[config.mk]
export PLATFORM = sky130hd
export DESIGN_NAME = multip_control
export DESIGN_NICKNAME = d
export VERILOG_FILES = /design/src/common/mmu_cfg_pkg.sv /design/src/common/mmu_ctrl_pkg.sv /design/src/control/multip_control.sv
export SDC_FILE = /design/constraint.sdc
export NUM_CORES = 1
export LEC_CHECK = 0
export ABC_AREA = 0
export BUFFER_PORTS_ARGS = -buffer_cell sky130_fd_sc_hd__buf_2
export CAP_MARGIN = 30
export CELL_PAD_IN_SITES_DETAIL_PLACEMENT = 0
export CELL_PAD_IN_SITES_GLOBAL_PLACEMENT = 1
export CORE_AREA = 5 5 55 57
export DETAILED_ROUTE_END_ITERATION = 10
export DIE_AREA = 0 0 60 62
export PLACE_DENSITY_LB_ADDON = 0.12
export SLEW_MARGIN = 5
export SYNTH_ARGS = -nofsm -noshare
export SYNTH_HDL_FRONTEND = slang
export SYNTH_SLANG_ARGS = --single-unit
[constraint.sdc]
create_clock -name clk -period 1.51 [get_ports clk]
set_input_delay 0.2265 -clock clk [delete_from_list [all_inputs] [get_ports clk]]
set_output_delay 0.2265 -clock clk [all_outputs]
set_load 0.05 [all_outputs]
[src/common/mmu_cfg_pkg.sv]
package mmu_cfg_pkg;

  // ----------------------------------------
  // Array and memory geometry
  // ----------------------------------------
  localparam int arr_dim     = 4;                    // Array side length
  localparam int max_rows    = 8;                    // Data memory depth
  localparam int tile_rows   = 4;                    // Tile positions along rows
  localparam int tile_cols   = 4;                    // Tile positions along columns
  localparam int operand_w   = 8;
  localparam int acc_w       = 20;
  localparam int arr_sel_w   = $clog2(arr_dim);
  localparam int out_latency = 2 * arr_dim;          // Data row read to output row
  localparam int tbl_depth   = tile_rows * tile_cols * max_rows;

  // ----------------------------------------
  // Vector types
  // ----------------------------------------
  typedef logic [operand_w-1:0] operand_t;           // Unsigned weight or data element
  typedef logic [acc_w-1:0] acc_t;
  typedef operand_t [arr_dim-1:0] operand_row_t;     // One memory row
  typedef acc_t [arr_dim-1:0] acc_row_t;
  typedef logic [$clog2(arr_dim+1)-1:0] dim_t;       // 1 to arr_dim
  typedef logic [$clog2(max_rows+1)-1:0] row_cnt_t;  // 1 to max_rows
  typedef logic [$clog2(max_rows)-1:0] row_addr_t;
  typedef logic [$clog2(tile_rows)-1:0] tile_row_t;
  typedef logic [$clog2(tile_cols)-1:0] tile_col_t;
  typedef logic [arr_sel_w-1:0] col_idx_t;           // Column within a tile
  typedef logic [$clog2(tbl_depth)-1:0] tbl_addr_t;  // Tile row, tile col, data row

endpackage
[src/common/mmu_ctrl_pkg.sv]
package mmu_ctrl_pkg;
  import mmu_cfg_pkg::*;

  // ----------------------------------------
  // Controller phases
  // ----------------------------------------
  typedef enum logic [1:0] {
    hold,        // Idle, done reported
    w_fifo_arr,  // Weight rows shift into the array
    d_mem_calc   // Data rows stream through the array
  } ctrl_state_t;

  // ----------------------------------------
  // Job descriptor
  // ----------------------------------------
  typedef struct packed {
    dim_t      intermed_dim;    // Inner dimension of the product
    dim_t      num_col_weight;  // Used weight columns
    row_cnt_t  num_row_data;    // Data rows to stream
    tile_row_t submat_row;      // Tile position in the table
    tile_col_t submat_col;
  } job_t;

endpackage

[src/control/multip_control.sv]
module multip_control import mmu_cfg_pkg::*, mmu_ctrl_pkg::*; (
  input  logic clk,
  input  logic reset,
  input  logic start,
  input  job_t job_in,
  input  logic weight_done,
  input  logic calc_done,
  input  logic clear_busy,
  output job_t job,
  output logic weight_en,
  output logic calc_en,
  output logic fifo_ready,
  output logic done
);

  ctrl_state_t state, state_c;
  logic        start_ok;

  assign start_ok = start && done;  // Start is ignored while busy

  // ----------------------------------------
  // State register and next state
  // ----------------------------------------
  always_ff @(posedge clk) begin
    if (reset) begin
      state <= hold;
    end else begin
      state <= state_c;
    end
  end

  always_comb begin
    state_c = state;
    case (state)
      hold: begin
        if (start_ok) state_c = w_fifo_arr;
      end
      w_fifo_arr: begin
        if (weight_done) state_c = d_mem_calc;
      end
      d_mem_calc: begin
        if (calc_done) state_c = hold;
      end
      default: state_c = hold;
    endcase
  end

  always_ff @(posedge clk) begin
    if (reset) begin
      job <= '0;
    end else if (start_ok) begin
      job <= job_in;  // Held for the whole job and later host reads
    end
  end

  assign weight_en  = (state == w_fifo_arr);
  assign calc_en    = (state == d_mem_calc);
  assign fifo_ready = (state != w_fifo_arr);
  assign done       = (state == hold) && !clear_busy;

  // Phases are exclusive and weight_done only closes an open load
  assert property (@(posedge clk) disable iff (reset) !(weight_en && calc_en));
  assert property (@(posedge clk) disable iff (reset) weight_done |-> weight_en);
  assert property (@(posedge clk) disable iff (reset)
    start_ok |-> job_in.intermed_dim inside {[1:arr_dim]} &&
                 job_in.num_col_weight inside {[1:arr_dim]});

endmodule

Word-level counts from Yosys, hierarchy flattened

Index checks and enable logic that the tools add are counted.

Output and inout bits: 18
Logic and storage cells: 21
Bits in registers: 16
Input bits: 20

Equal/unequal tests: 6
Reduce and logical (&&, ||, !) cells: 5
Muxes and demuxes: 4

Operator list:

| operator                                            | count |
|---|---|
| 2-to-1 mux 2 bit                                    | 3 |
| != test 2 bit, second input constant                | 3 |
| one-hot mux 2 bit (3 select lines)                  | 1 |
| AND reduction 3 bit                                 | 1 |
| equality test 2 x 1 -> 1 bit, second input constant | 1 |
| equality test 2 bit, second input constant          | 1 |
| logical AND 1 bit                                   | 2 |
| zero test 2 bit                                     | 1 |
| != test 2 x 1 -> 1 bit, second input constant       | 1 |
| zero test 1 bit                                     | 1 |

Longest topological paths before layout

Depth in word-level cells: 5
Gate-level depth with buffers: 3
Gate-level depth less buffers: 2

Least setup slack after synthesis

Ideal clock, no wire load.

Path kind: reg-to-output
Start: register state[1]
End: output port done
Path buffers: 0
Path slack: -172 ps
Data required time: 1283 ps
Stages on the path, launching flop included: 2
Data arrival time: 1456 ps
Cell sequence: dfxtp_1 > nor3_1

Cells in the longest elaborated chain, start to end: 2

Ends and longest elaborated chain:

| item                   | line                 | RTL |
|---|---|---|
| start, declared        | multip_control.sv:16 | `ctrl_state_t state, state_c;` |
| start signal, assigned | multip_control.sv:26 | `state <= hold;` |
| start signal, assigned | multip_control.sv:28 | `state <= state_c;` |
| zero test 2 bit        | multip_control.sv:59 | `assign done = (state == hold) && !clear_busy;` |
| logical AND 1 bit      | multip_control.sv:59 |  |
| end, declared          | multip_control.sv:13 | `output logic done` |

No other way between the ends.

Worst setup path in the final report

Start: register state[0]
End: output port weight_en

Cells in the longest elaborated chain, start to end: 1

Ends and longest elaborated chain:

| item                         | line                 | RTL |
|---|---|---|
| equality test 2 x 1 -> 1 bit | multip_control.sv:56 | `assign weight_en = (state == w_fifo_arr);` |
| end, declared                | multip_control.sv:10 | `output logic weight_en,` |

No other way between the ends.

==> flow_metrics.tcl <==
set metrics [dict create \
    syn_area_per_cell_um2 10.32 \
    routed_wirelength_um 1519 \
    crit_required_ns 1.28 \
    crit_buf_inv 1 \
    cp_slowest_cell "dfxtp_1" \
    first_iter_violations 10 \
    worst_pin_slew_ns 0.3478 \
    dr.pass1.iters 4 \
    synth_top_area_frac 0.4310 \
    maxSlewViolCount 0 \
    numPortBuffers 37 \
    htreeDepth 1 \
    cts_made_buffers 3 \
    die-width_um 60 \
    final_nets 132 \
    switchingPower_uw 292.7 \
    seq_power_share 0.474 \
    insertion_delay_ns 0.28 \
    cts_tree "built" \
    grt_pass1_wl_um 2408 \
    stdcell_count 141 \
    async_reset_ff_frac 0 \
    final_core_util 0.4167 \
    ys_seq_elements 16 \
    critPathKind "register to primary output" \
    crit_fanout 7 \
    core_region_area_mm2 0.002432 \
    synth-edff-count 0 \
    syn_area_um2 743.2 \
    antenna_found_initial 0 \
    power.density_mw_per_mm2 953.6 \
    cts-root-buf "clkbuf_4" \
    place_area_um2 975.9 \
    period_share 0.9495 \
    vias 602 \
    ys.flop_type "dfxtp_1" \
    fp.dieH_um 62 \
    yosys_warnings 0 \
    cp-start-kind "register" \
    antenna_cells 0 \
    arrival_ns 1.21 \
    ys_types 15 \
    p_leak_uw 0.0004747 \
    synth.most_common_cell "nand2b_1" \
    yosysTopAreaCell "dfxtp_1" \
    comb_power_share 0.233 \
    relSlewSlack 0.7681 \
    setup_viol 0 \
    final_antenna_net_count 0 \
    hold_viol_final 0 \
    grt_pass1_vias 569 \
    ir_worst_vdd_uv 469.1 \
    wl_per_cell_um 10.77 \
    overflow 0 \
    yosysSeqAreaShare 0.4310 \
    p_sw_frac 0.3029 \
    cts.path.max_buffers 2 \
    io_pins 38 \
    fin_crit_ns 1.434 \
    p_int_uw 673.8 \
    drv_cap 0 \
    synthToLayoutAreaGrowth_pct 36.36 \
    clkSlewWorstSetupHoldPaths_ns 0.10 \
    dieArea_mm2 0.003720 \
    dp_cells 137 \
    max_stage_delay_ns 0.48 \
    grt_start_max_net_pins 31 \
    gp_congestion 0.6824 \
    routed_via_density 4.270 \
    start_util 0.3056 \
    drive_above_1_share 0.4144 \
    synthTopCellsByCount "nand2b_1 (28), dfxtp_1 (16), mux2i_1 (14), clkbuf_1 (3)" \
    rsz0062_at_grt "false" \
    crit_chain "and2b_1, buf_2" \
    drc 0 \
    p_clk_frac 0.293 \
    final_area_mm2 0.001013 \
    outcome "finished, final reports clean" \
    syn_inst 72 \
    track_usage 0.08671 \
    hp-class "input port to register" \
    fmax_ghz 0.6975 \
    synth.top_cells.by_area "dfxtp_1 (43%), nand2b_1 (24%), mux2i_1 (19%)" \
    syn-num-nets 92 \
    setup_tns_ns 0 \
    skew_ns 0.004722 \
    cts_sinks 16 \
    end_kind "primary output" \
    core.rowCount 18 \
    post-cts-setup-buffer-count 0 \
    cp_top_family "flip-flops" \
]
==> area by class of cell <==
type | count | area (um^2)
clock buffers | 4 | 36.28
fillers | 262 | 1419
inverters | 1 | 3.754
multi-input cells | 51 | 401.6
flip-flops and latches | 16 | 321.6
well taps | 30 | 37.54
repair buffers | 39 | 212.7
==> kinds of logic after synthesis <==
group	Yosys count	synth area share
muxes	14	0.1885
DFF	16	0.4310
buffers and inverters	5	0.03535
AOI/OAI and AO/OA	2	0.02020
and+or+nand+nor	35	0.3249
==> path summary, 6_finish.rpt <==
check / startpoint / to / slack [ns] / depth (start not counted)
min: job_in[8] / job[8]$_SDFFE_PP0P_ / 0.19 / 3
max reg2reg: state[0]$_SDFFE_PP0P_ / job[10]$_SDFFE_PP0P_ / 0.31 / 3
min reg2reg: job[11]$_SDFFE_PP0P_ / job[11]$_SDFFE_PP0P_ / 0.47 / 2
max: state[0]$_SDFFE_PP0P_ / weight_en / 0.08 / 2
==> stage by stage <==
step / setup slack, ns / hold WS (ns) / power [uW]
6_report: 0.07626 / 0.1874 / 966.5
5_1_grt: 0.01715 / 0.1837 / 1017
4_1_cts: 0.06027 / 0.1788 / 983.4
3_5_place_dp: 0.3136 / 0.4606 / 696.5
3_3_place_gp: 0.3312 / 0.4552 / 694.1
2_1_floorplan: 0.05467 / 0.3818 / 629.2
==> cell usage in the layout, fill, tap and decap left out <==
master and instances:
dfxtp_1 15, nor2b_1 1, nand3b_1 1, clkbuf_4 3, or3b_1 1, nor4b_4 1
nor3_2 1, inv_1 1, and2b_1 1, a21oi_1 1, dfxtp_2 1, nand2b_1 28
o21ba_1 1, buf_4 1, buf_12 1, mux2i_1 14, nor3b_1 1, clkbuf_8 1
buf_2 37
==> power by group through the flow <==
stage               combinational [uW]  sequential (uW)  clock (uW)
floorplan                         92.8              536           0
detailed placement                 229              468           0
finish                             225              458         283
global placement                   227              468           0
CTS                                229              459         296
global route                       241              461         315
==> worst min-delay path: stages <==
cell	delay (ns)
buf_2	0.09
nand2b_1	0.05
mux2i_1	0.06
==> registers in the layout, summed over array words and instances, names as in the netlist <==
register	flops
job	14
state	2
==> routing by layer <==
metal	wire, um	track usage
met5	0	0
met4	0	0.04747
met3	149	0.03306
met2	745	0.1404
met1	624	0.09875
==> repair_timing <==
action | CTS | global route
hold buffers | 0 | 0
setup endpoints to repair | 1 | 0
gates resized for setup | 1 | 0
Power figures use the tool's default switching activity.
