`src/common/mmu_cfg_pkg.sv`:
```
package mmu_cfg_pkg;

  // ----------------------------------------
  // Array and memory geometry
  // ----------------------------------------
  localparam int arr_dim     = 4;                    // Array side length
  localparam int max_rows    = 8;                    // Data memory depth
  localparam int tile_rows   = 4;                    // Tile positions along rows
  localparam int tile_cols   = 4;                    // Tile positions along columns
  localparam int operand_w   = 8;
  localparam int acc_w       = 20;
  localparam int arr_sel_w   = $clog2(arr_dim);
  localparam int out_latency = 2 * arr_dim;          // Data row read to output row
  localparam int tbl_depth   = tile_rows * tile_cols * max_rows;

  // ----------------------------------------
  // Vector types
  // ----------------------------------------
  typedef logic [operand_w-1:0] operand_t;           // Unsigned weight or data element
  typedef logic [acc_w-1:0] acc_t;
  typedef operand_t [arr_dim-1:0] operand_row_t;     // One memory row
  typedef acc_t [arr_dim-1:0] acc_row_t;
  typedef logic [$clog2(arr_dim+1)-1:0] dim_t;       // 1 to arr_dim
  typedef logic [$clog2(max_rows+1)-1:0] row_cnt_t;  // 1 to max_rows
  typedef logic [$clog2(max_rows)-1:0] row_addr_t;
  typedef logic [$clog2(tile_rows)-1:0] tile_row_t;
  typedef logic [$clog2(tile_cols)-1:0] tile_col_t;
  typedef logic [arr_sel_w-1:0] col_idx_t;           // Column within a tile
  typedef logic [$clog2(tbl_depth)-1:0] tbl_addr_t;  // Tile row, tile col, data row

endpackage
```
`src/systolic_array/systolic_array.sv`:
```
module systolic_array import mmu_cfg_pkg::*; (
  input  logic         clk,
  input  logic         reset,
  input  logic         w_shift,
  input  operand_row_t w_in,
  input  operand_row_t a_in,
  input  logic         a_valid,
  output acc_row_t     col_out,
  output logic         out_valid
);

  operand_t w_reg [arr_dim][arr_dim];  // Stationary weights, [row][col]
  operand_t a_reg [arr_dim][arr_dim];  // Data moving right
  acc_t     ps    [arr_dim][arr_dim];  // Partial sums moving down
  logic [out_latency-2:0] valid_sr;

  // ----------------------------------------
  // MAC cell grid
  // ----------------------------------------
  for (genvar r = 0; r < arr_dim; r++) begin : g_row
    for (genvar c = 0; c < arr_dim; c++) begin : g_col
      operand_t a_left;
      operand_t w_up;
      acc_t     ps_up;

      if (c == 0) begin : g_edge_a
        assign a_left = a_in[r];
      end else begin : g_int_a
        assign a_left = a_reg[r][c-1];
      end

      if (r == 0) begin : g_edge_w
        assign w_up  = w_in[c];
        assign ps_up = '0;           // Top row starts each sum
      end else begin : g_int_w
        assign w_up  = w_reg[r-1][c];
        assign ps_up = ps[r-1][c];
      end

      always_ff @(posedge clk) begin
        if (reset) begin
          w_reg[r][c] <= '0;
          a_reg[r][c] <= '0;
          ps[r][c]    <= '0;
        end else begin
          if (w_shift) begin
            w_reg[r][c] <= w_up;
          end
          a_reg[r][c] <= a_left;
          ps[r][c]    <= ps_up + a_left * w_reg[r][c];
        end
      end
    end
  end

  // ----------------------------------------
  // Output de-skew
  // ----------------------------------------
  for (genvar c = 0; c < arr_dim; c++) begin : g_deskew
    if (c == arr_dim - 1) begin : g_direct
      assign col_out[c] = ps[arr_dim-1][c];  // Last column is already the latest
    end else begin : g_dly
      acc_t dly [arr_dim-1-c];
      always_ff @(posedge clk) begin
        dly[0] <= ps[arr_dim-1][c];
        for (int s = 1; s < arr_dim - 1 - c; s++) begin
          dly[s] <= dly[s-1];
        end
      end
      assign col_out[c] = dly[arr_dim-2-c];
    end
  end

  // Valid follows the row through the grid and de-skew
  always_ff @(posedge clk) begin
    if (reset) begin
      valid_sr <= '0;
    end else begin
      valid_sr <= {valid_sr[out_latency-3:0], a_valid};
    end
  end

  assign out_valid = valid_sr[out_latency-2];

endmodule

```
`config.mk`:
```
export PLATFORM = sky130hd
export DESIGN_NAME = systolic_array
export DESIGN_NICKNAME = d
export VERILOG_FILES = /design/src/common/mmu_cfg_pkg.sv /design/src/systolic_array/systolic_array.sv
export SDC_FILE = /design/constraint.sdc
export NUM_CORES = 2
export LEC_CHECK = 0
export BUFFER_PORTS_ARGS = -buffer_cell sky130_fd_sc_hd__buf_4
export CORE_AREA = 2 2 237 356
export DETAILED_ROUTE_END_ITERATION = 6
export DIE_AREA = 0 0 239 358
export PLACE_DENSITY = 0.88
export SLEW_MARGIN = 40
export SYNTH_ARGS = -nofsm -noshare
export SYNTH_HDL_FRONTEND = slang
export SYNTH_SLANG_ARGS = --single-unit
export TNS_END_PERCENT = 5
```
`constraint.sdc`:
```
create_clock -name clk -period 11.3 [get_ports clk]
set_input_delay 1.13 -clock clk [delete_from_list [all_inputs] [get_ports clk]]
set_output_delay 1.13 -clock clk [all_outputs]
set_load 0.1 [all_outputs]
```
**Word level (Yosys, flattened, before mapping)**

Memory sizes are Yosys's and may differ from the RTL's.
Index checks and enable logic that the tools add are counted.

- Bits in registers: 7
- Bits in writable memories: 696
- Output and inout bits: 81
- Logic and storage cells: 137
- Memories: 6

- Add/sub/neg operators: 12
- Multipliers: 16
- Multiplexer cells: 54
- Bitwise operators: 48

Memory list:

| memory | depth | bits a word | rd ports | clocked after memory_dff | write ports | line | text |
|---|---|---|---|---|---|---|---|
| ps | 4 | 80 | 4 | 0 | 4 | systolic_array.sv:14 | `acc_t ps [arr_dim][arr_dim];` |
| a_reg | 4 | 32 | 4 | 0 | 4 | systolic_array.sv:13 | `operand_t a_reg [arr_dim][arr_dim];` |
| w_reg | 4 | 32 | 4 | 0 | 4 | systolic_array.sv:12 | `operand_t w_reg [arr_dim][arr_dim];` |
| g_deskew[0].g_dly.dly | 3 | 20 | 3 | 0 | 3 | systolic_array.sv:63 | `acc_t dly [arr_dim-1-c];` |
| g_deskew[1].g_dly.dly | 2 | 20 | 2 | 0 | 2 | systolic_array.sv:63 |  |
| g_deskew[2].g_dly.dly | 1 | 20 | 1 | 0 | 1 | systolic_array.sv:63 |  |

Operators with widths:

| kind | number |
|---|---|
| $mux W20 | 16 |
| $mul A8 B8 Y16 | 16 |
| $mux W8 | 32 |
| $add A20 B16 Y20 | 12 |
| $or A1 B1 Y1 | 48 |
| $mux W1 | 6 |

**Depth between registers and ports, before layout**

- Depth in word-level cells: 4
- Mapped depth: 19
- Gate-level depth less buffers: 18

**Least setup slack after synthesis**

No wires, ideal clock.

- Path type: input -> register
- Start point: in a_in[22] (netlist bit)
- End point: mem ps[1][77] (netlist bit)
- Library setup time: 0.131 ns
- Arrival time: 5.237 ns
- Path slack: 5.932 ns
- Stages on the path: 17
- Buffers on the path: 1
- Cell sequence: clkbuf_1 > nand2_1 > fa_1 > inv_1 > fa_1 > inv_1 > fa_1 > fa_1 > inv_1 > ha_1 > a21o_1 > a21o_1 > a221o_1 > o41a_1 > o21ai_1 > nand3_1 > nor3b_2

RTL lines:

| element | line | text |
|---|---|---|
| start, declared | systolic_array.sv:6 | `input operand_row_t a_in,` |
| end, declared | systolic_array.sv:14 |  |

==> results.md <==
* Status: complete, no violations
* Main combinational cell family by area after synthesis: adder cells
* Number of flops mapped to enable cells by yosys at 128
* Fmax at 197 MHz
* Routed WL at 112,000 µm
* Fin crit period at 5.09 ns
* Power Dens Cells at ~130 nW/µm²
* Clock power frac at 28.2%
* Net Sw Power at about 3000 µW
* #FFs+latches synth at 643
* Worst vdd ir at 0.221 mV
* Multiplexer share of the synthesized area at 0.331%
* Post-synth top area share at about a quarter
* Share of flip-flops with an asynchronous set or reset at 0%
* Logic pwr share at 36.6%
* CP Max Fanout at 8
* CTS Root Cell: clkbuf_16
* Post-DRT Antenna Nets at 0
* Simple-gate area share of the yosys netlist at 17.3%
* Die X-Extent at about 240 µm
* CP bufs+invs at 4
* Hpwl dp at 87,400 µm
* Die ar. at roughly 86,000 µm²
* Routed vias at 39,121
* Clock skew at ~0.018 ns
* Dpl cells at approximately 7,000
* GRT Util Overall at 27.1%
* Worst Max-Slew Pin Slew at slightly above 0.8 ns
* Slowest stage cell, crit path: edfxtp_1
* Vias per inst at 5.39
* Clock Sinks at 643
* Initial Util at 69.8%
* Share of cells above drive strength 1 at 4.69%
* CP Launch Type: flip-flop
* Wire length per cell at 15.4 µm
* Final Hold Fails at 0
* Synthesized netlist cell count at 6,093
* Main flop type after synthesis: dfxtp_1
* Complex-gate fraction of the synthesized area at 5.53%
* CTS tree: yes
* Final setup fails at 0
* Worst min path class: reg2reg
* Syn_area_per_cell at 9.44 µm²
* Max Cap Viol at 0
* Synth top area cells: fa_1, dfxtp_1, ha_1
* Final period utilization at 45.0%
* Sw Ratio at between 30% and 40%
* Max reg flops at 292
* P_leak at 0.0318 µW
* Critical path data arrival time at 5.63 ns
* Synth Net Count at 7,537
* CP delay by family, top: adder cells
* Int Power at 5040 µW
* Row cnt at around 130
* Crit path cell chain: and2_1 -> fa_1 -> inv_1 -> fa_1 -> inv_1 -> fa_1 -> inv_1 -> fa_1 -> inv_1 -> ha_1 -> nand3_1 -> o2111ai_1 -> a21o_1 -> a41o_1 -> nand3_1 -> a22oi_1 -> mux2_1
* Post-cts resize count at 0
* Synth warnings at 0
* Final Instance Count excl. Fillers at slightly above 7,000
* CTS Buf Count at 66
* CORE AREA at slightly above 80,000 µm²
* Slew Limit Fails at 0
* Layout area overhead at 6.85%
* CTS clock-pin slew for the worst setup and hold paths at around 0.070 ns
* GP Congestion at 0.909
* CTS max path bufs at 3
* CP Class: reg2reg
* Synth Cell Area at 57,500 µm²
* Vias in the first global route at 42,184
* Largest net degree at the start of global routing at 82
* RSZ-0062 raised after global routing: false
* Max-slew headroom at 46.0%
* Die Ht at 358 µm
* Pwr Total at 8040 µW
* Worst EP required at 11.85 ns
* Remaining DRCs at 0
* First-pass GRT wire length at 190,000 µm
* Iteration-0 DRC Markers at 1,887
* Skew-Pair Late Insertion Delay at 0.66 ns
* Final setup TNS at 0 ns
* Htree depth at 3
* I/O pins at ~150
* Seq pwr share at 35.2%
* Synth Area in Adders at 39.7%
* Antenna violations before repair at 0
* Slowest cell delay on critical path at 0.54 ns
* Xor and xnor area share after synthesis at around 1.9%
* NumNets Final at 7,598
* Synth unique cells at 68
* IO buf count at 148
* Setup Buffers After CTS at 0
* Largest area contributor in the netlist: fa_1
* GRT overflow at 0
* DRT Pass-1 Iters at 7
* Hold_buf cts at 0
* Worst setup EP type: flip-flop
* # diodes at 0
* Seq/Total Area, Yosys at 24.6%
synth_stat cells (10+ instances only):
library cell and instances:
o31a_1 13, o21ai_0 62, inv_1 1402, dfxtp_1 515
a21o_1 50, a31oi_1 14, nor3_1 58, o31ai_1 10
o21bai_1 15, o21a_1 43, a21oi_1 113, xor2_1 74
ha_1 628, o21ai_1 25, xnor2_1 52, buf_4 60
clkbuf_1 99, and2_1 748, edfxtp_1 128, fa_1 748
a211oi_1 47, nand2b_1 17, and3_1 19, nor2b_1 223
a211o_1 10, nand2_1 491, mux2_1 10, nand3_1 33
nor4_1 16, nor2_1 248
metal layers:
layer  global-route usage [%]  up-vias  routed length, µm
li1                         -    18610                  -
met1                     29.7    19181              43000
met2                     51.8      997              60000
met3                     2.92      333               4350
met4                     12.8        0               4430
met5                        0        -                  0
cells by family (layout without fill, tap and decap cells):
kind of cell | count (synthesis) | in the layout
AND/OR/NAND/NOR | 1893 | 1893
buffers and inverters | 1568 | 1682
adder cells (fa/ha/maj) | 1376 | 1376
flip-flops | 643 | 643
AO/OA/AOI/OAI | 470 | 470
XOR/XNOR | 126 | 126
multiplexers | 17 | 17
final timing paths:
kind,from,end,slack (ns),depth (start not counted)
max,w_reg[1][58],ps[1][158],6.21,17
min,ps[1][140],g_deskew[0].g_dly.dly[0][0],0.32,0
max reg2reg,w_reg[1][58],ps[1][158],6.21,17
min reg2reg,ps[1][140],g_deskew[0].g_dly.dly[0][0],0.32,0
power by group through the flow:
stage          sequential [µW]  combinational (µW)  clock, µW
2_1_floorplan             2830                2320          0
3_3_place_gp              2870                2760          0
3_5_place_dp              2880                2900          0
4_1_cts                   2830                2950       2310
5_1_grt                   2860                3350       2380
6_report                  2830                2950       2270
worst register-to-register path: cells and delay by family, from the launching register on:
kind,cells,cell delay (ns)
and+or+nand+nor,3,0.46
muxes,1,0.37
DFF,1,0.54
buffers and inverters,4,0.20
adders and majority gates,5,2.35
AOI/OAI and AO/OA,4,1.05
through the flow:
stage	instance area, µm²	setup slack (ns)	hold WS (ns)	utilization (%)
2_1_floorplan	57500	5.93	0.310	-
3_3_place_gp	59200	5.80	0.309	71.9
3_5_place_dp	59200	5.66	0.312	71.9
4_1_cts	61400	6.25	0.318	74.6
5_1_grt	61400	6.02	0.319	74.6
6_report	61400	6.21	0.321	74.6
cell usage in the layout (no fill, tap or decap), types with 7 or more instances in the layout:
cell,netlist,routed
inv_1,1402,1401
and2_1,748,748
fa_1,748,748
ha_1,628,628
dfxtp_1,515,515
nand2_1,491,491
nor2_1,248,248
nor2b_1,223,222
buf_4,60,157
edfxtp_1,128,128
a21oi_1,113,113
xor2_1,74,74
clkbuf_16,0,70
o21ai_0,62,62
nor3_1,58,58
xnor2_1,52,52
a21o_1,50,50
a211oi_1,47,47
o21a_1,43,43
nand3_1,33,33
o21ai_1,25,25
and3_1,19,19
nand2b_1,17,17
nor4_1,16,16
o21bai_1,15,15
a31oi_1,14,14
o31a_1,13,13
mux2_1,10,10
o31ai_1,10,10
a211o_1,10,10
nand4_1,9,9
clkbuf_1,99,9
o2111ai_1,8,8
o211ai_1,7,7
nor3b_1,7,7
inv_6,0,7
final cells by class:
class                   instances  area (µm²)
fillers                      5541       20900
inverters                    1402        5260
clock buffers                  84        1850
repair buffers                159        1210
clock inverters                37         399
multi-input cells            3882       37200
well taps                    1048        1310
flip-flops and latches        643       14200
No activity file was read; power rests on OpenSTA's default activity.
