===== src/common/mmu_cfg_pkg.sv =====
package mmu_cfg_pkg;

  // ----------------------------------------
  // Array and memory geometry
  // ----------------------------------------
  localparam int arr_dim     = 4;                    // Array side length
  localparam int max_rows    = 8;                    // Data memory depth
  localparam int tile_rows   = 4;                    // Tile positions along rows
  localparam int tile_cols   = 4;                    // Tile positions along columns
  localparam int operand_w   = 8;
  localparam int acc_w       = 20;
  localparam int arr_sel_w   = $clog2(arr_dim);
  localparam int out_latency = 2 * arr_dim;          // Data row read to output row
  localparam int tbl_depth   = tile_rows * tile_cols * max_rows;

  // ----------------------------------------
  // Vector types
  // ----------------------------------------
  typedef logic [operand_w-1:0] operand_t;           // Unsigned weight or data element
  typedef logic [acc_w-1:0] acc_t;
  typedef operand_t [arr_dim-1:0] operand_row_t;     // One memory row
  typedef acc_t [arr_dim-1:0] acc_row_t;
  typedef logic [$clog2(arr_dim+1)-1:0] dim_t;       // 1 to arr_dim
  typedef logic [$clog2(max_rows+1)-1:0] row_cnt_t;  // 1 to max_rows
  typedef logic [$clog2(max_rows)-1:0] row_addr_t;
  typedef logic [$clog2(tile_rows)-1:0] tile_row_t;
  typedef logic [$clog2(tile_cols)-1:0] tile_col_t;
  typedef logic [arr_sel_w-1:0] col_idx_t;           // Column within a tile
  typedef logic [$clog2(tbl_depth)-1:0] tbl_addr_t;  // Tile row, tile col, data row

endpackage

===== src/common/mmu_ctrl_pkg.sv =====
package mmu_ctrl_pkg;
  import mmu_cfg_pkg::*;

  // ----------------------------------------
  // Controller phases
  // ----------------------------------------
  typedef enum logic [1:0] {
    hold,        // Idle, done reported
    w_fifo_arr,  // Weight rows shift into the array
    d_mem_calc   // Data rows stream through the array
  } ctrl_state_t;

  // ----------------------------------------
  // Job descriptor
  // ----------------------------------------
  typedef struct packed {
    dim_t      intermed_dim;    // Inner dimension of the product
    dim_t      num_col_weight;  // Used weight columns
    row_cnt_t  num_row_data;    // Data rows to stream
    tile_row_t submat_row;      // Tile position in the table
    tile_col_t submat_col;
  } job_t;

endpackage


===== src/logic/weight_loader.sv =====
module weight_loader import mmu_cfg_pkg::*, mmu_ctrl_pkg::*; (
  input  logic         clk,
  input  logic         reset,
  input  logic         weight_en,
  input  job_t         job,
  input  logic         weight_wr,
  input  row_addr_t    weight_addr,
  input  operand_row_t weight_row,
  output logic         w_shift,
  output operand_row_t w_in,
  output logic         weight_done
);

  operand_row_t mem [arr_dim];  // Row k is weight matrix row k
  operand_row_t rd_row;
  dim_t         shift_cnt;
  dim_t         last_row;
  dim_t         rd_full;

  always_ff @(posedge clk) begin
    if (weight_wr) begin
      mem[weight_addr[arr_sel_w-1:0]] <= weight_row;
    end
  end

  // ----------------------------------------
  // Shift sequencer
  // ----------------------------------------
  always_ff @(posedge clk) begin
    if (reset || !weight_en) begin
      shift_cnt <= '0;
    end else begin
      shift_cnt <= shift_cnt + 1'b1;
    end
  end

  assign last_row = job.intermed_dim - 1'b1;
  assign rd_full  = last_row - shift_cnt;         // Highest row first, row 0 lands on top
  assign rd_row   = mem[rd_full[arr_sel_w-1:0]];

  always_comb begin
    for (int j = 0; j < arr_dim; j++) begin
      w_in[j] = (j < job.num_col_weight) ? rd_row[j] : '0;  // Unused columns carry zero
    end
  end

  assign w_shift     = weight_en;
  assign weight_done = weight_en && (shift_cnt == last_row);

  // No shift outside the load phase or past the inner dimension
  assert property (@(posedge clk) disable iff (reset)
    w_shift |-> weight_en && (shift_cnt < job.intermed_dim));

endmodule


===== config.mk =====
export PLATFORM = sky130hd
export DESIGN_NAME = weight_loader
export DESIGN_NICKNAME = d
export VERILOG_FILES = /design/src/common/mmu_cfg_pkg.sv /design/src/common/mmu_ctrl_pkg.sv /design/src/logic/weight_loader.sv
export SDC_FILE = /design/constraint.sdc
export NUM_CORES = 1
export LEC_CHECK = 0
export ABC_AREA = 1
export BUFFER_PORTS_ARGS = -buffer_cell sky130_fd_sc_hd__buf_2
export CORE_MARGIN = 2
export CORE_UTILIZATION = 50
export CTS_BUF_LIST = sky130_fd_sc_hd__clkbuf_4 sky130_fd_sc_hd__clkbuf_8 sky130_fd_sc_hd__clkbuf_16
export DETAILED_ROUTE_END_ITERATION = 6
export GPL_TIMING_DRIVEN = 0
export HOLD_SLACK_MARGIN = 0.06
export PLACE_DENSITY = 0.76
export SKIP_CTS_REPAIR_TIMING = 1
export SYNTH_ARGS = -nofsm -noshare
export SYNTH_HDL_FRONTEND = slang
export SYNTH_SLANG_ARGS = --single-unit

===== constraint.sdc =====
create_clock -name clk -period 8.7 [get_ports clk]
set_input_delay 0 -clock clk [delete_from_list [all_inputs] [get_ports clk]]
set_output_delay 0 -clock clk [all_outputs]
set_load 0.005 [all_outputs]

== Yosys cells after proc, flatten, opt, wreduce, memory -nomap -nowiden ==
Memory sizes are Yosys's and may differ from the RTL's.
Index checks and enable logic that the tools add are counted.

* Output and inout bits: 34
* Bits in writable memories: 128
* Bits in registers: 3
* Memories: 1
* Input port bits: 53
* Word-level logic and storage cells: 19

* Equal/unequal tests: 1
* Order comparisons: 4
* Add/subtract/negate cells: 3
* Reductions and logical operators: 3
* Mux-type cells: 6

{| class="wikitable"
|+ Memory list
! memory !! words !! width !! rd ports !! clocked after Yosys merged registers in !! wr ports !! RTL line !! RTL
|-
| mem || 4 || 32 || 1 || 0 || 1 || weight_loader.sv:14 || <nowiki>operand_row_t mem [arr_dim];</nowiki>
|}

{| class="wikitable"
|+ Operators by type and width
! kind !! count
|-
| 2-to-1 mux 8 bit || 4
|-
| less-than comparator 1 x 3 -> 1 bit, first input constant || 2
|-
| less-than comparator 2 x 3 -> 1 bit, first input constant || 2
|-
| adder 3 x 1 -> 3 bit, second input constant || 1
|-
| equality test 3 bit || 1
|-
| subtractor 3 x 1 -> 3 bit, second input constant || 1
|-
| 2-to-1 mux 1 bit || 2
|-
| subtractor 2 bit || 1
|-
| logical AND 1 bit || 1
|-
| zero test 1 bit || 1
|-
| logical OR 1 bit || 1
|}

== Longest topological paths before layout ==
Gate-level depths: netlist (run 1).
An unclocked memory read counts as a cell.

* Depth after elaboration: 4
* Mapped depth: 9
* Mapped depth without buffers: 8

== Worst setup path after synthesis (run 1) ==
OpenSTA, ideal clock, no wires.

* Path type: input to register
* Start point: input port weight_addr[0]
* End point: memory mem[0][0] (netlist bit), enable pin
* Stages on the path: 1
* Buffers on the path: 0
* Data required time: 8239 ps
* Arrival: 2280 ps
* Slack: 5959 ps
* Library setup time: 461 ps
* Cells stage by stage: nor3_1

{| class="wikitable"
|+ RTL lines
! element !! RTL line !! RTL
|-
| start: declaration || weight_loader.sv:7 || <nowiki>input row_addr_t weight_addr,</nowiki>
|-
| end: declaration || weight_loader.sv:14 ||
|}

No word-level cell before the write port.

==> impl_results.md, run 1 <==
- Fin area: 7296 sq um
- Syn avg cell area: 10.68 sq um
- Top-Level Pins: 87
- Min-delay worst type: input port to register
- Post-Synthesis Cells: 530
- Clock Tree Buf Depth: 2
- Synthesized area: 5658 sq um
- Core ar.: 10940 sq um
- Via count: 4128
- Total power: 0.001634 W
- Die ar.: 12180 sq um
- Required time of the critical path: 8700 ps
- Worst setup margin: 6480 ps
- WS Path Type: register to output port
- Die span in x: 110.4 um
- Initial core utilization: 51.74%
- Placed cell count: 757
- Most frequent cells in the layout: 128 x edfxtp_1, 102 x nand2_1, 89 x buf_2, 80 x inv_1, 79 x nor2_1
- Slew headroom: 33.30%
- Diode count: 0
- Status: completed
- Nets: 728
- Later-pin clock latency in the skew report: 410 ps
- Fin crit share: 25.52%
- Leak Pwr: 3.201 nW
- Maximum capacitance violations: 0
- Largest net degree at the start of global routing: 17
- Synth cell types: 24
- Cts bufs inserted: 17
- Register-to-Register Path Depth: 3
- Pwr Density: 224.0 nW/um^2
- Layout Cells excl Fill: 825
- Mapped Nets: 586
- Max Fclk: 450.5 MHz
- Final setup viols: 0
- Final ANT Viol Nets: 0
- Max-slew violations: 0
- Dpl hpwl: 8.235 mm
- Clock Sinks: 131
- Root Buffer: clkbuf_16
- Port bufs: 76
- FILL cells: 777
- VDD IR-drop max: 0.1563 mV
- Least-Margin Pin Slew: 995.1 ps
- H-tree depth: 4
- Hold Path Depth: 3
- Total negative slack: 0 ps
- Final min period: 2220 ps
- Row Count: 38
- WP data arrival: 2220 ps
- Drt initial violations: 427
- Critical Path Start Type: register
- Router iterations before antenna repair: 5
- Final Hold Viols: 0
- Dpl ws: 6841 ps
- Critical Path Sink Type: output port
- Post-synthesis sequential area ratio: 69.00%
- Post-route clock skew: 0.1310 ps
- Synthesized flop and latch total: 131
- Vias in the first global route: 3855
- Layout cells sized above 1: 22.04%
- First-pass GRT wire length: 18.92 mm
- Area Growth Syn to Fin: 28.95%
- Placer congestion estimate: 0.7746
- Commonest non-fill, non-tap cell in the layout: edfxtp_1
- DRT Wirelength: 12.64 mm
- RSZ-0062 raised after global routing: false
- CTS clk-pin slew, worst paths: 50 ps
- Wire per inst: 15.32 um
- Ys Warns: 0
- GRT overflow: 0
- GR Util All Layers: 21.64%
- Via density: 5.004
- Die height: 110.4 um
- CTS tree: built
- Antenna violations before repair: 0
- # DRC: 0
- CP max FO: 10
- Placement Cell Area: 6354 sq um
-- final timing paths --
check	to	slack (ps)	startpoint
hold / removal	mem[1][22]	110	weight_wr
setup / recovery	w_in[26]	6480	shift_cnt[0]
setup reg to reg	shift_cnt[2]	7840	shift_cnt[0]
hold reg to reg	shift_cnt[0]	460	shift_cnt[0]
-- routing by layer --
layer / up-vias / track usage, % / wire length (um)
li1: 2017 / - / -
met1: 1910 / 25.78 / 4932
met2: 182 / 36.11 / 6558
met3: 19 / 5.644 / 971
met4: 0 / 11.43 / 173
met5: - / 0 / 0
-- cell usage after synthesis --
cell type	number	area share (%)
nand2_2	2	0.22
inv_2	2	0.13
nor3_1	4	0.35
buf_6	4	0.80
a21oi_1	1	0.088
ha_1	3	0.66
buf_2	13	1.1
inv_1	80	5.3
nand3_1	34	3.0
o21ai_1	3	0.27
nor2_1	79	5.2
xnor2_1	1	0.15
nand3_2	2	0.35
nand2_1	102	6.8
or2_0	1	0.11
xor2_1	1	0.15
clkbuf_2	2	0.18
o21ai_0	56	5.0
clkbuf_1	2	0.13
nand4_1	1	0.11
buf_4	5	0.66
edfxtp_1	128	68
dfxtp_1	3	1.1
nor2_4	1	0.20
-- where the power goes --
group,leakage [nW],internal [W],switching [W]
Combinational,1.72,0.0000832,0.000124
Clock,0.286,0.000450,0.000243
Sequential,1.20,0.000726,0.00000740
Total,3.20,0.00126,0.000375
-- per-stage QoR --
stage          hold slack [ps]  utilization, %
6_report                 109.3           66.72
5_1_grt                  126.5           66.72
4_1_cts                 -213.8           63.42
3_5_place_dp             214.2           58.10
2_1_floorplan            80.82               -
3_3_place_gp             210.9           56.82
-- final cells by class --
cell class                 instances  area, sq um  area share, %
tap                              140        175.2          2.401
clock inverter                    13        141.4          1.938
multi-input combinational        291         1301          17.84
buffer                            26        165.2          2.264
clock buffer                      19        440.4          6.037
inverter                          82        307.8          4.219
sequential                       131         3904          53.51
timing repair buffer             123        860.8          11.80
-- state kept, by name (all words and copies together), names as in the netlist --
name       cells
mem          128
shift_cnt      3
-- worst max-delay path: stages (launching register included) --
cell and delay, ps:
dfxtp_1 330, ha_1 330, clkbuf_1 460, o21ai_0 220, nand3_1 120, nand2_1 70
nor2_1 140, buf_2 140
-- cell families after synthesis --
| kind of cell | Yosys count | share of synthesized area, % |
|---|---|---|
| XOR/XNOR | 2 | 0.3097 |
| adder cells (fa/ha/maj) | 3 | 0.6635 |
| AND/OR/NAND/NOR | 226 | 16.36 |
| buffers and inverters | 108 | 8.359 |
| flip-flops | 131 | 69.00 |
| AO/OA/AOI/OAI | 60 | 5.307 |
Power figures use the tool's default switching activity.
==> run 2, diff against run 1 <==
==> constraint.sdc (replaced) <==
create_clock -name clk -period 2.1 [get_ports clk]
set_input_delay 0 -clock clk [delete_from_list [all_inputs] [get_ports clk]]
set_output_delay 0 -clock clk [all_outputs]
set_load 0.005 [all_outputs]
==> run 2 against run 1 <==
Net effect: clock skew about the same; die area unchanged; first-iteration DRC count decreased by 9.1%; via count increased by 3.7%; largest power group unchanged.
==> impl_results.md, run 2 (synthesized netlist as in run 1, its figures left out) <==
- Wire per inst: 16.20 um (was 15.32 um)
- Dpl hpwl: 8.517 mm (was 8.235 mm)
- # DRC: 0 (unchanged)
- Most frequent cells in the layout: 128 x edfxtp_1, 102 x nand2_1, 85 x buf_2, 80 x inv_1, 78 x nor2_1 (was 128 x edfxtp_1, 102 x nand2_1, 89 x buf_2, 80 x inv_1, 79 x nor2_1)
- Largest net degree at the start of global routing: 18 (was 17)
- Post-route clock skew: 0.2121 ps (was 0.1310 ps)
- Antenna violations before repair: 0 (unchanged)
- Cts bufs inserted: 17 (unchanged)
- Least-Margin Pin Slew: 756.1 ps (was 995.1 ps)
- Max incr delay on CP: 390 ps (was 460 ps)
- CP most frequent cell: nand2_1
- Clock Sinks: 131 (unchanged)
- First-pass GRT wire length: 19.38 mm (was 18.92 mm)
- CTS tree: built (unchanged)
- GR Util met3: 6.584% (was 5.644%)
- Met2 GRT Util: 37.16% (was 36.11%)
- Fin crit share: 95.83%
- DRT Wirelength: 13.35 mm (was 12.64 mm)
- WS Path Type: register to output port (unchanged)
- Worst r2r dst: shift_cnt[2] (unchanged)
- R2R setup slack: 1230 ps (was 7840 ps)
- Row Count: 38 (unchanged)
- Area Growth Syn to Fin: 30.85% (was 28.95%)
- Dpl ws: 434.7 ps (was 6841 ps)
- Max FFs per register: 128 (unchanged)
- Initial core utilization: 51.74% (unchanged)
- Die span in x: 110.4 um (unchanged)
- GRT overflow: 0 (unchanged)
- Diode count: 0 (unchanged)
- Max-slew violations: 0 (unchanged)
- VDD IR-drop max: 0.7347 mV (was 0.1563 mV)
- CP Cell Sequence: ha_4 > buf_6 > clkbuf_4 > nand2_1 > o21ai_0 > nand3_1 > nand2_1 > nor2_1 > buf_2 (was ha_1 > clkbuf_1 > o21ai_0 > nand3_1 > nand2_1 > nor2_1 > buf_2)
- Pwr Density: 933.5 nW/um^2 (was 224.0 nW/um^2)
- Critical Path Start Type: register (unchanged)
- Core ar.: 10940 sq um (unchanged)
- Layout Cells excl Fill: 824 (was 825)
- CTS clk-pin slew, worst paths: 60 ps (was 50 ps)
- Root Buffer: clkbuf_16 (unchanged)
- Final min period: 2012 ps
- Placement Cell Area: 6399 sq um (was 6354 sq um)
- Top-Level Pins: 87 (unchanged)
- Port bufs: 76 (unchanged)
- Via count: 4282 (was 4128)
- Layout cells sized above 1: 22.95% (was 22.04%)
- Drt initial violations: 388 (was 427)
- GR Util All Layers: 22.19% (was 21.64%)
- Vias in the first global route: 4033 (was 3855)
- CP max FO: 10 (unchanged)
- Required time of the critical path: 2100 ps (was 8700 ps)
- Later-pin clock latency in the skew report: 410 ps (about the same)
- Total negative slack: 0 ps (unchanged)
- Hold Path Depth: 3 (unchanged)
- Die ar.: 12180 sq um (unchanged)
- R2r startpoint: shift_cnt[0] (unchanged)
- Maximum capacitance violations: 0 (unchanged)
- Met1 Use GR: 25.69% (was 25.78%)
- Via density: 5.197 (was 5.004)
- Router iterations before antenna repair: 5 (unchanged)
- Leak Pwr: 3.235 nW (was 3.201 nW)
- CP top delay family: buffers and inverters (unchanged)
- Status: completed (unchanged)
- FF+latch area: 3904 sq um (unchanged)
- Critical Path Sink Type: output port (unchanged)
- Multi-input gate area: 1329 sq um (was 1301 sq um)
- Min-delay worst type: input port to register (unchanged)
- Placer congestion estimate: 0.7801 (was 0.7746)
- Clock Tree Buf Depth: 2 (unchanged)
- Placed cell count: 756 (was 757)
- Commonest non-fill, non-tap cell in the layout: edfxtp_1 (unchanged)
- Final Hold Viols: 0 (unchanged)
- Final ANT Viol Nets: 0 (unchanged)
- Total power: 0.006911 W (was 0.001634 W)
- WP data arrival: 2010 ps (was 2220 ps)
- Worst min-delay path endpoint: mem[3][22] (was mem[1][22])
- Register-to-Register Path Depth: 3 (unchanged)
- Worst setup margin: 87.56 ps (was 6480 ps)
- H-tree depth: 4 (unchanged)
- Slew headroom: 49.41% (was 33.30%)
- Hold_sp: weight_wr (unchanged)
- Nets: 727 (was 728)
- Max Fclk: 496.9 MHz
- Crit-path slowest cell: dfxtp_1 (was clkbuf_1)
- Final setup viols: 0 (unchanged)
- CP Buf/Inv Count: 3 (was 2)
- FILL cells: 771 (was 777)
- Fin area: 7403 sq um (was 7296 sq um)
- Die height: 110.4 um (unchanged)
- GRT busiest layer: met2 (unchanged)
==> run 2: cell count changes in the layout (fill, tap and decap cells not counted), sizes merged <==
cell / previous run / this run
buf: 109 / 105
bufinv: 3 / 2
clkbuf: 23 / 31
clkinv: 8 / 3
clkinvlp: 2 / 3
==> run 2: final cells by class <==
type                       instances  area share [%]
inverter                          82           4.158
timing repair buffer             122           12.07
multi-input combinational        291           17.95
sequential                       131           52.73
clock inverter                     8           1.318
tap                              140           2.366
buffer                            26           2.451
clock buffer                      24           6.963
==> run 2: worst max path at each step <==
stage / start / to / cells past startpoint
finish: shift_cnt[0] / w_in[7] / 9
global route: shift_cnt[0] / w_in[1] / 9
CTS: shift_cnt[0] / w_in[20] / 7
detailed placement: shift_cnt[0] / w_in[7] / 7
global placement: weight_addr[0] / mem[1][6] / 3
floorplan: weight_addr[1] / mem[1][0] / 1
==> run 2: per-stage QoR <==
step | hold slack (ps) | util, %
after floorplan | 80.82 | -
after global placement | 209.6 | 56.91
after detailed placement | 214.0 | 58.51
after CTS | -220.9 | 64.12
after global routing | 197.2 | 67.70
final | 177.9 | 67.70
==> run 2: worst min-delay path: cells and delay by family <==
family	cells	cell delay [ps]
and+or+nand+nor	1	120
buffers and inverters	2	290
==> run 2: per-layer routing <==
metal  up-vias  wire, um
met1      1998      5130
met2       217      6773
met3        51      1018
met5         -         0
met4         0       426
li1       2016         -
==> run 2: power breakdown <==
group | internal (W) | total, W | switching, W
sequential | 0.00301 | 0.00304 | 0.0000320
clock | 0.00194 | 0.00297 | 0.00103
combinational | 0.000361 | 0.000897 | 0.000536
